$ cat config.mk
export PLATFORM = sky130hd
export DESIGN_NAME = spelled_digit_top
export DESIGN_NICKNAME = d
export VERILOG_FILES = /design/src/hdl/wordnum_pkg.sv /design/src/hdl/letter_decoder.sv /design/src/hdl/line_digit_collector.sv /design/src/hdl/spelled_digit_top.sv /design/src/hdl/word_matcher.sv
export VERILOG_INCLUDE_DIRS = /design/src /design/src/hdl
export SDC_FILE = /design/constraint.sdc
export NUM_CORES = 1
export LEC_CHECK = 0
export BUFFER_PORTS_ARGS = -buffer_cell sky130_fd_sc_hd__buf_2
export CORE_MARGIN = 1.5
export CORE_UTILIZATION = 40
export CTS_CLUSTER_DIAMETER = 80
export CTS_CLUSTER_SIZE = 14
export DETAILED_ROUTE_END_ITERATION = 7
export PLACE_DENSITY = 0.55
export REMOVE_ABC_BUFFERS = 1
export SLEW_MARGIN = 20
export SYNTH_ARGS = -nofsm -noshare
export SYNTH_HDL_FRONTEND = slang
export SYNTH_SLANG_ARGS = --single-unit
export TNS_END_PERCENT = 30
$ cat constraint.sdc
create_clock -name clk -period 3.2 [get_ports clk]
set_input_delay 0.16 -clock clk [delete_from_list [all_inputs] [get_ports clk]]
set_output_delay 0.16 -clock clk [all_outputs]
set_load 0.02 [all_outputs]
$ cat src/hdl/wordnum_config.svh
`ifndef WORDNUM_CONFIG_SVH
`define WORDNUM_CONFIG_SVH

// input character and digit widths
`define WORDNUM_CHAR_W 8
`define WORDNUM_DIGIT_W 4
// wide enough for 99
`define WORDNUM_LINE_VALUE_W 7

// ascii line feed closes a line
`define WORDNUM_LINE_END 10

`endif

$ cat src/hdl/wordnum_pkg.sv
`include "wordnum_config.svh"

package wordnum_pkg;

  typedef logic [`WORDNUM_CHAR_W-1:0]       char_t;
  typedef logic [`WORDNUM_DIGIT_W-1:0]      digit_t;
  typedef logic [`WORDNUM_LINE_VALUE_W-1:0] line_value_t;

  // only letters that occur in "one" .. "nine" get their own code
  typedef enum logic [3:0] {
    lc_e, lc_f, lc_g, lc_h, lc_i, lc_n, lc_o,
    lc_r, lc_s, lc_t, lc_u, lc_v, lc_w, lc_x,
    // anything else breaks a word
    lc_other,
    lc_eol
  } letter_e;

  // last prefix of each row is the complete word
  typedef enum logic [5:0] {
    ms_idle,
    ms_o, ms_on, ms_one,
    ms_t, ms_tw, ms_two,
    ms_th, ms_thr, ms_thre, ms_three,
    ms_f, ms_fo, ms_fou, ms_four,
    ms_fi, ms_fiv, ms_five,
    ms_s, ms_si, ms_six,
    ms_se, ms_sev, ms_seve, ms_seven,
    ms_e, ms_ei, ms_eig, ms_eigh, ms_eight,
    ms_n, ms_ni, ms_nin, ms_nine
  } match_state_e;

endpackage

$ cat src/hdl/letter_decoder.sv
`include "wordnum_config.svh"

module letter_decoder (
  input  logic                 clk,
  input  logic                 rst,
  input  logic                 char_valid,
  input  wordnum_pkg::char_t   char_in,
  output logic                 letter_valid,
  output wordnum_pkg::letter_e letter
);
  import wordnum_pkg::*;

  localparam char_t line_end = char_t'(`WORDNUM_LINE_END);

  letter_e code;

  // capitals and numerals fall into other
  always_comb begin
    case (char_in)
      "e":      code = lc_e;
      "f":      code = lc_f;
      "g":      code = lc_g;
      "h":      code = lc_h;
      "i":      code = lc_i;
      "n":      code = lc_n;
      "o":      code = lc_o;
      "r":      code = lc_r;
      "s":      code = lc_s;
      "t":      code = lc_t;
      "u":      code = lc_u;
      "v":      code = lc_v;
      "w":      code = lc_w;
      "x":      code = lc_x;
      line_end: code = lc_eol;
      default:  code = lc_other;
    endcase
  end

  always_ff @(posedge clk or negedge rst) begin
    if (!rst) begin
      letter_valid <= 1'b0;
    end else begin
      letter_valid <= char_valid;
    end
  end

  // code of the accepted character
  always_ff @(posedge clk) begin
    if (char_valid) begin
      letter <= code;
    end
  end

endmodule

$ cat src/hdl/line_digit_collector.sv
module line_digit_collector (
  input  logic                     clk,
  input  logic                     rst,
  input  logic                     match_valid,
  input  wordnum_pkg::digit_t      match_digit,
  input  logic                     eol_valid,
  output logic                     digit_valid,
  output wordnum_pkg::digit_t      digit_value,
  output logic                     line_valid,
  output logic                     line_has_digit,
  output wordnum_pkg::line_value_t line_value
);
  import wordnum_pkg::*;

  digit_t      first_digit;
  digit_t      last_digit;
  logic        seen;
  line_value_t line_sum;

  // first digit is tens, last is units
  assign line_sum = line_value_t'(first_digit) * line_value_t'(10)
                  + line_value_t'(last_digit);

  always_ff @(posedge clk or negedge rst) begin
    if (!rst) begin
      digit_valid <= 1'b0;
      line_valid  <= 1'b0;
      seen        <= 1'b0;
    end else begin
      digit_valid <= match_valid;
      line_valid  <= eol_valid;
      // a line end starts a fresh line
      if (eol_valid) begin
        seen <= 1'b0;
      end else if (match_valid) begin
        seen <= 1'b1;
      end
    end
  end

  always_ff @(posedge clk) begin
    if (match_valid) begin
      digit_value <= match_digit;
      last_digit  <= match_digit;
      if (!seen) begin
        first_digit <= match_digit;
      end
    end
    if (eol_valid) begin
      line_has_digit <= seen;
      // empty line reports zero
      line_value     <= seen ? line_sum : '0;
    end
  end

endmodule

$ cat src/hdl/spelled_digit_top.sv
module spelled_digit_top (
  input  logic                     clk,
  input  logic                     rst,
  input  logic                     char_valid,
  input  wordnum_pkg::char_t       char_in,
  output logic                     digit_valid,
  output wordnum_pkg::digit_t      digit_value,
  output logic                     line_valid,
  output logic                     line_has_digit,
  output wordnum_pkg::line_value_t line_value
);
  import wordnum_pkg::*;

  logic    letter_valid;
  letter_e letter;
  logic    match_valid;
  digit_t  match_digit;
  logic    eol_valid;

  // character to letter code
  letter_decoder letter_decoder_inst (
    .clk          (clk),
    .rst          (rst),
    .char_valid   (char_valid),
    .char_in      (char_in),
    .letter_valid (letter_valid),
    .letter       (letter)
  );

  word_matcher word_matcher_inst (
    .clk          (clk),
    .rst          (rst),
    .letter_valid (letter_valid),
    .letter       (letter),
    .match_valid  (match_valid),
    .match_digit  (match_digit),
    .eol_valid    (eol_valid)
  );

  // digit pulses and per-line value
  line_digit_collector line_digit_collector_inst (
    .clk            (clk),
    .rst            (rst),
    .match_valid    (match_valid),
    .match_digit    (match_digit),
    .eol_valid      (eol_valid),
    .digit_valid    (digit_valid),
    .digit_value    (digit_value),
    .line_valid     (line_valid),
    .line_has_digit (line_has_digit),
    .line_value     (line_value)
  );

endmodule

$ cat src/hdl/word_matcher.sv
module word_matcher (
  input  logic                 clk,
  input  logic                 rst,
  input  logic                 letter_valid,
  input  wordnum_pkg::letter_e letter,
  output logic                 match_valid,
  output wordnum_pkg::digit_t  match_digit,
  output logic                 eol_valid
);
  import wordnum_pkg::*;

  match_state_e state;
  match_state_e state_next;
  digit_t       digit_next;

  // a complete word continues as its longest suffix that is a prefix
  function automatic match_state_e settle(match_state_e cur);
    case (cur)
      ms_one, ms_three, ms_five, ms_nine: return ms_e;
      ms_two:                             return ms_o;
      ms_seven:                           return ms_n;
      ms_eight:                           return ms_t;
      ms_four, ms_six:                    return ms_idle;
      default:                            return cur;
    endcase
  endfunction

  // letters that can open a word on their own
  function automatic match_state_e restart(letter_e l);
    case (l)
      lc_o:    return ms_o;
      lc_t:    return ms_t;
      lc_f:    return ms_f;
      lc_s:    return ms_s;
      lc_e:    return ms_e;
      lc_n:    return ms_n;
      default: return ms_idle;
    endcase
  endfunction

  function automatic match_state_e step(match_state_e cur, letter_e l);
    match_state_e base;
    match_state_e nxt;
    base = settle(cur);
    // fallback when the word in progress does not continue
    nxt = restart(l);
    case (base)
      ms_o:    if (l == lc_n) nxt = ms_on;
      ms_on: begin
        if (l == lc_e) nxt = ms_one;
        // "oni" keeps "ni"
        else if (l == lc_i) nxt = ms_ni;
      end
      ms_t: begin
        if (l == lc_w) nxt = ms_tw;
        else if (l == lc_h) nxt = ms_th;
      end
      ms_tw:   if (l == lc_o) nxt = ms_two;
      ms_th:   if (l == lc_r) nxt = ms_thr;
      ms_thr:  if (l == lc_e) nxt = ms_thre;
      ms_thre: begin
        if (l == lc_e) nxt = ms_three;
        else if (l == lc_i) nxt = ms_ei;
      end
      ms_f: begin
        if (l == lc_o) nxt = ms_fo;
        else if (l == lc_i) nxt = ms_fi;
      end
      ms_fo: begin
        if (l == lc_u) nxt = ms_fou;
        // "fon" keeps "on"
        else if (l == lc_n) nxt = ms_on;
      end
      ms_fou:  if (l == lc_r) nxt = ms_four;
      ms_fi:   if (l == lc_v) nxt = ms_fiv;
      ms_fiv:  if (l == lc_e) nxt = ms_five;
      ms_s: begin
        if (l == lc_i) nxt = ms_si;
        else if (l == lc_e) nxt = ms_se;
      end
      ms_si:   if (l == lc_x) nxt = ms_six;
      ms_se: begin
        if (l == lc_v) nxt = ms_sev;
        else if (l == lc_i) nxt = ms_ei;
      end
      ms_sev:  if (l == lc_e) nxt = ms_seve;
      ms_seve: begin
        if (l == lc_n) nxt = ms_seven;
        else if (l == lc_i) nxt = ms_ei;
      end
      ms_e:    if (l == lc_i) nxt = ms_ei;
      ms_ei:   if (l == lc_g) nxt = ms_eig;
      ms_eig:  if (l == lc_h) nxt = ms_eigh;
      ms_eigh: if (l == lc_t) nxt = ms_eight;
      ms_n:    if (l == lc_i) nxt = ms_ni;
      ms_ni:   if (l == lc_n) nxt = ms_nin;
      ms_nin: begin
        if (l == lc_e) nxt = ms_nine;
        // "nini" keeps "ni"
        else if (l == lc_i) nxt = ms_ni;
      end
      default: ;
    endcase
    return nxt;
  endfunction

  // zero for anything that is not a complete word
  function automatic digit_t word_digit(match_state_e s);
    case (s)
      ms_one:   return digit_t'(1);
      ms_two:   return digit_t'(2);
      ms_three: return digit_t'(3);
      ms_four:  return digit_t'(4);
      ms_five:  return digit_t'(5);
      ms_six:   return digit_t'(6);
      ms_seven: return digit_t'(7);
      ms_eight: return digit_t'(8);
      ms_nine:  return digit_t'(9);
      default:  return digit_t'(0);
    endcase
  endfunction

  // other and line end fall through to idle
  assign state_next = step(state, letter);
  assign digit_next = word_digit(state_next);

  always_ff @(posedge clk or negedge rst) begin
    if (!rst) begin
      state       <= ms_idle;
      match_valid <= 1'b0;
      eol_valid   <= 1'b0;
    end else begin
      match_valid <= 1'b0;
      eol_valid   <= 1'b0;
      if (letter_valid) begin
        state       <= state_next;
        match_valid <= (digit_next != '0);
        eol_valid   <= (letter == lc_eol);
      end
    end
  end

  always_ff @(posedge clk) begin
    if (letter_valid && digit_next != '0) begin
      match_digit <= digit_next;
    end
  end

endmodule

======== Yosys cells after proc, flatten, opt, wreduce, memory -nomap -nowiden ========
Index checks and enable logic that the tools add are counted.
operators by class
  muxes and demuxes ....................... 36
  $add $sub $neg .......................... 1
  reductions and logical operators ........ 7
  $mul .................................... 1
  bitwise logic cells ..................... 1
  equal/unequal tests ..................... 71
operators with widths
  operator             number
  $pmux 6 s24          1
  $eq 6x5->1 const B   20
  $eq 8x7->1 const B   14
  $mux 5               17
  $eq 6x4->1 const B   10
  $mux 6               10
  $pmux 4 s15          1
  $pmux 4 s9           1
  $eq 6x3->1 const B   5
  $pmux 5 s6           1
  $pmux 6 s5           1
  $eq 4x4->1 const B   7
  $eq 6x2->1 const B   3
  $eq 6x6->1 const B   3
  $eq 4x3->1 const B   4
  $eq 4x2->1 const B   2
  $eq 8x4->1 const B   1
  $add 7x4->7          1
  $eq 6x1->1 const B   1
  $mul 4x3->6 const B  1
  $eq 4x1->1 const B   1
  $logic_not 4->1      1
  $mux 1               4
  $reduce_bool 4->1    1
  other kinds (6)      6
storage, ports and cells
  bits of input ports ..................... 11
  output and inout port bits .............. 14
  logic and storage cells ................. 130
  flip-flop bits (word level) ............. 36

======== Depth between registers and ports, before layout ========
  depth after elaboration ................. 9
  mapped depth ............................ 13
  mapped depth without buffers ............ 9

======== Hierarchy ========
A second synthesis with hierarchy kept.
unflattened totals
  cell total of the unflattened synthesis .. 547
  area, all modules ....................... 4,436.8 um2
by module, submodules not included
  module                cells each  seq. area each (um2)  times used  area an instance (um2)
  word_matcher          437         320.3                 1           3,066.7
  line_digit_collector  54          555.5                 1           837.1
  letter_decoder        56          145.1                 1           533.0

======== Least setup slack after synthesis ========
OpenSTA, ideal clock, no wires.
  path type ............................... register -> register
  start point ............................. register word_matcher_inst.state[1]
  end point ............................... register word_matcher_inst.match_digit[0] (enable)
  period minus slack after synthesis ...... 3.501 ns
  arrival time ............................ 3.124 ns
  buffers on the path ..................... 2
  path slack .............................. -0.301 ns
  stages on the path, launching flop included .. 12
  library setup time ...................... 0.376 ns
  required time ........................... 2.824 ns
  cells stage by stage .................... dfrtp_1 > buf_6 > nor4bb_1 > buf_6 > a22o_1 > a211o_1 > a2111oi_4 > nand4_2 > o21ai_2 > nand2_2 > or4_1 > a311oi_1
on the way
  cells in the longest elaborated chain, start to end .. 9
  elaborated cells between the ends (all ways) .. 49
  classes of those cells .................. eq/ne: 42; mux: 3; reduce/logical: 4
RTL lines
  what                                                       line                 source
  start, declared                                            word_matcher.sv:12   match_state_e state;
  start signal, assigned                                     word_matcher.sv:129  state <= ms_idle;
  start signal, assigned                                     word_matcher.sv:136  state <= state_next;
  $eq 6x2->1, or another cell as far along                   word_matcher.sv:18   case (cur)
  $reduce_or 4->1 / $reduce_or 2->1 (equally long branches)  word_matcher.sv:18
  $pmux 6 s5 (*)                                             word_matcher.sv:18
  $eq 6x6->1, or another cell as far along                   word_matcher.sv:47   case (base)
  $pmux 6 s24 (*)                                            word_matcher.sv:47
  $eq 6x6->1, or another cell as far along                   word_matcher.sv:109  case (s)
  $pmux 4 s9 (*)                                             word_matcher.sv:109
  $reduce_bool 4->1 (*)                                      word_matcher.sv:144  if (letter_valid && digit_next != '0) begin
  $logic_and 1x1->1 (*)                                      word_matcher.sv:144
  end signal, assigned                                       word_matcher.sv:145  match_digit <= digit_next;
  end, declared                                              word_matcher.sv:7    output wordnum_pkg::digit_t match_digit,
Mark *: on every way between the ends. The rest lies on a longest branch, timed or not.
A chain may end at the register's enable or synchronous reset.

======== Worst setup path in the final report ========
  start point ............................. register letter_decoder_inst.letter[3]
  end point ............................... register word_matcher_inst.match_digit[3] (enable)
on the way
  cells in the longest elaborated chain, start to end .. 9
  elaborated cells between the ends (all ways) .. 55
  classes of those cells .................. eq/ne: 22; mux: 30; reduce/logical: 3
RTL lines
  what                                      line                                                         source
  start, declared                           letter_decoder.sv:9                                          output wordnum_pkg::letter_e letter
  start signal, assigned                    letter_decoder.sv:50                                         letter <= code;
  $eq 4x3->1, or another cell as far along  n/a
  $pmux 5 s6                                word_matcher.sv:30                                           case (l)
  $mux 5, or another cell as far along      word_matcher.sv:52, word_matcher.sv:95, word_matcher.sv:100
  $mux 6, or another cell as far along      word_matcher.sv:98                                           if (l == lc_e) nxt = ms_nine;
  $pmux 6 s24 (*)                           word_matcher.sv:47
  $eq 6x6->1, or another cell as far along  word_matcher.sv:109
  $pmux 4 s9 (*)                            word_matcher.sv:109
  $reduce_bool 4->1 (*)                     word_matcher.sv:144
  $logic_and 1x1->1 (*)                     word_matcher.sv:144
Marked as above.

==> out/metrics.yaml <==
sta:
  max_slew_margin_pct: 49.3
  hold_slack_ns: 0.0598
  finalSetupTns_ns: -1.21
  fmax_mhz: 291
  tightest_slew_ns: 0.751
  finalSetupViolations: 9
  rsz0062_at_grt: "true"
  period_needed_ns: 3.44
  slew_violations: 0
  clock_skew_ns: 0.00950
  hold_violations: 0
  setup_ws_ns: -0.235
  min_period_over_period_pct: 107
clock_network:
  clock-sinks: 36
  cts_tree: "yes"
  cts_buffer_depth: 2
  cts_buffers: 5
  cts_max_level: 2
  worstSkewPairLatency_ns: 0.29
  root_buffer: "clkbuf_8"
  cts.clk_slew.worst_paths_ns: 0.07
setup_path:
  r2r_start: "letter_decoder_inst.letter[3]$_DFFE_PP_"
  path_common_cell: "buf_4"
  worst_path_largest_cell_delay_ns: 0.55
  worst_setup_path_start_kind: "flip-flop"
  path_cells: "buf_4 -> nor2b_1 -> o21ai_0 -> o21ai_0 -> buf_4 -> o2111ai_1 -> nand4b_1 -> o41ai_4 -> or4_1 -> a311oi_2 -> buf_4"
  critPathLaunch: "letter_decoder_inst.letter[3]$_DFFE_PP_"
  critPathKind: "reg -> reg"
  arrival_ns: 3.44
  critPathMaxFanout: 6
  end_kind: "flip-flop"
  crit_required_ns: 3.20
  slowest_stage: "or4_1"
power:
  leakage_uw: 0.00236
  powerDensity_mw_per_mm2: 706
  fin_total_pwr_uw: 4120
  peakVddDrop_mv: 0.263
floorplan:
  rows: 36
  die_w_um: 104
  io_pins: 25
  core_area_mm2: 0.00986
  die_area_mm2: 0.0108
  dieHeight_um: 104
  initial_core_util_pct: 41.5
synthesis:
  netlist_area_mm2: 0.00409
  ys_ff_latch: 36
  synth_edf_count: 24
  async_flop_share_pct: 33.3
  yosys_most_used_dff: "edfxtp_1"
  yosysUniqueCellTypes: 85
  ys.warnings.count: 0
  yosysSeqAreaShare_pct: 25.0
  syn_inst: 511
  avgSynthCellArea_um2: 8.00
global_route:
  antenna_found_initial: 0
  grt_pass1_wl_mm: 25.8
  overflow: 0
  grt_pass1_vias: 4754
  grt_max_degree: 28
  grtUsageTotal_pct: 30.3
drt:
  vias: 5033
  first_pass_iters: 7
  via_per_inst: 6.24
  wl_mm: 16.7
  drtAntennaViolNets: 0
  drcViolationCount: 0
  drt_iter0_markers: 570
  routedWlPerCell_um: 20.7
min_path:
  min_path_type: "in -> reg"
  min_from: "char_valid"
placement:
  pre_cts_ws_ns: -0.406
  place_congestion: 1.07
  portBuffers: 24
  dpl_cell_area_mm2: 0.00531
  post-dp-hpwl_mm: 12.7
status:
  status: "finished, violations left"
  violations: "negative setup slack"
layout:
  drive_above_1_share_pct: 39.1
  area_growth_syn_to_layout_pct: 42.8
  fin_nets: 691
  fin_area_mm2: 0.00584
flow_run:
  drv_cap: 0
==> report_power, final <==
group          total (uW)  switching, uW  internal, uW
combinational        3100           1600          1500
clock                 315            164           151
sequential            709           92.2           616
==> flip-flops by register name, summed over array words and instances (netlist names) <==
name                                      cells
letter_decoder_inst.letter                    4
letter_decoder_inst.letter_valid              1
line_digit_collector_inst.digit_valid         1
line_digit_collector_inst.digit_value         4
line_digit_collector_inst.first_digit         4
line_digit_collector_inst.line_has_digit      1
line_digit_collector_inst.line_valid          1
line_digit_collector_inst.line_value          7
line_digit_collector_inst.seen                1
word_matcher_inst.eol_valid                   1
word_matcher_inst.match_digit                 4
word_matcher_inst.match_valid                 1
word_matcher_inst.state                       6
==> worst max-delay path, delay by kind of cell, from the launching register on <==
| family | cells | cell delay, ns |
|---|---|---|
| simple gates | 3 | 1.24 |
| compound gates | 5 | 0.92 |
| buf+inv | 3 | 0.52 |
| flops | 1 | 0.48 |
==> layer usage <==
metal  up-vias  GRT usage, %  wire, um
met5         -             0         0
met4         0          10.4       582
met3        52          8.15      1660
met2       295          47.0      7430
met1      2380          40.7      7070
li1       2306             -         -
==> cell type report <==
cell class | count | area, um^2
tap | 133 | 166
fill | 832 | 4020
antenna | 1 | 2.50
multi-input combinational | 411 | 2890
clock buffer | 6 | 72.6
clock inverter | 2 | 11.3
sequential | 36 | 1030
timing repair buffer | 206 | 1620
inverter | 12 | 50.0
==> Yosys cell counts, drive strengths merged, types with 11 or more instances <==
cell	instances	area [um^2]
a21oi	28	140
buf	32	246
clkbuf	20	75.1
dfrtp	12	300
edfxtp	24	721
nand2	32	123
nand3	12	60.1
nand4	11	75.1
nor2	36	135
nor2b	19	119
nor3	27	135
nor4	11	68.8
o21ai	46	234
==> worst paths after layout <==
| path | to | slack (ns) | cells past startpoint |
|---|---|---|---|
| worst max register to register | word_matcher_inst.match_digit[3]$_DFFE_PP_ | -0.24 | 11 |
| min in group asynchronous | word_matcher_inst.state[5]$_DFFE_PN0P_ | 0.29 | 2 |
| worst max-delay path | word_matcher_inst.match_digit[3]$_DFFE_PP_ | -0.24 | 11 |
| worst min register to register | line_digit_collector_inst.digit_value[3]$_DFFE_PP_ | 0.45 | 0 |
| worst min-delay path | letter_decoder_inst.letter_valid$_DFF_PN0_ | 0.06 | 1 |
| max in group asynchronous | word_matcher_inst.state[4]$_DFFE_PN0P_ | 2.65 | 2 |
==> through the flow <==
stage | std cells | utilization (%)
2_1_floorplan | 459 | -
3_5_place_dp | 778 | 53.8
4_1_cts | 800 | 57.8
3_3_place_gp | 778 | 53.8
6_report | 807 | 59.2
5_1_grt | 806 | 59.2
==> cells by family (layout without fill, tap and decap cells) <==
kind of cell | Yosys count | after routing | share of synthesized area (%)
buffers and inverters | 64 | 226 | 8.96
AND/OR/NAND/NOR | 215 | 215 | 29.9
AO/OA/AOI/OAI | 174 | 174 | 30.3
flip-flops | 36 | 36 | 25.0
other | 0 | 1 | 0
XOR/XNOR | 11 | 11 | 2.36
adder cells (fa/ha/maj) | 8 | 8 | 2.81
multiplexers | 3 | 3 | 0.765
==> cell usage in the layout (no fill, tap or decap), types with 4 or more instances in the layout <==
cell type / instances
nor3_1: 23
o2111ai_1: 5
o41ai_1: 4
nand2b_1: 8
nor2b_1: 19
a31oi_1: 7
buf_2: 24
o211ai_1: 4
a211oi_1: 4
o21a_1: 4
nor4_1: 11
nor4b_1: 4
clkbuf_8: 5
a22oi_1: 6
nand4b_1: 4
nand4_1: 10
o32ai_1: 4
and2_1: 7
xor2_1: 4
a211o_1: 5
nor3b_1: 7
edfxtp_1: 24
a221oi_1: 4
xnor2_1: 7
buf_4: 168
dfrtp_1: 8
or4_1: 4
o21ai_0: 41
a21oi_1: 27
buf_6: 5
nor2_1: 36
inv_1: 8
dfrtp_2: 4
nand3_1: 11
nand2_1: 30
and3_1: 8
buf_12: 5
ha_1: 6
==> what timing repair did <==
action | CTS | global route
hold buffers | 1 | 0
buffers inserted | 11 | 7
cloned | 2 | 0
pin swaps | 9 | 8
gates resized for setup | 31 | 25
setup endpoints to repair | 8 | 10
hold endpoints to repair | 12 | 0
No activity file was read; power rests on OpenSTA's default activity.
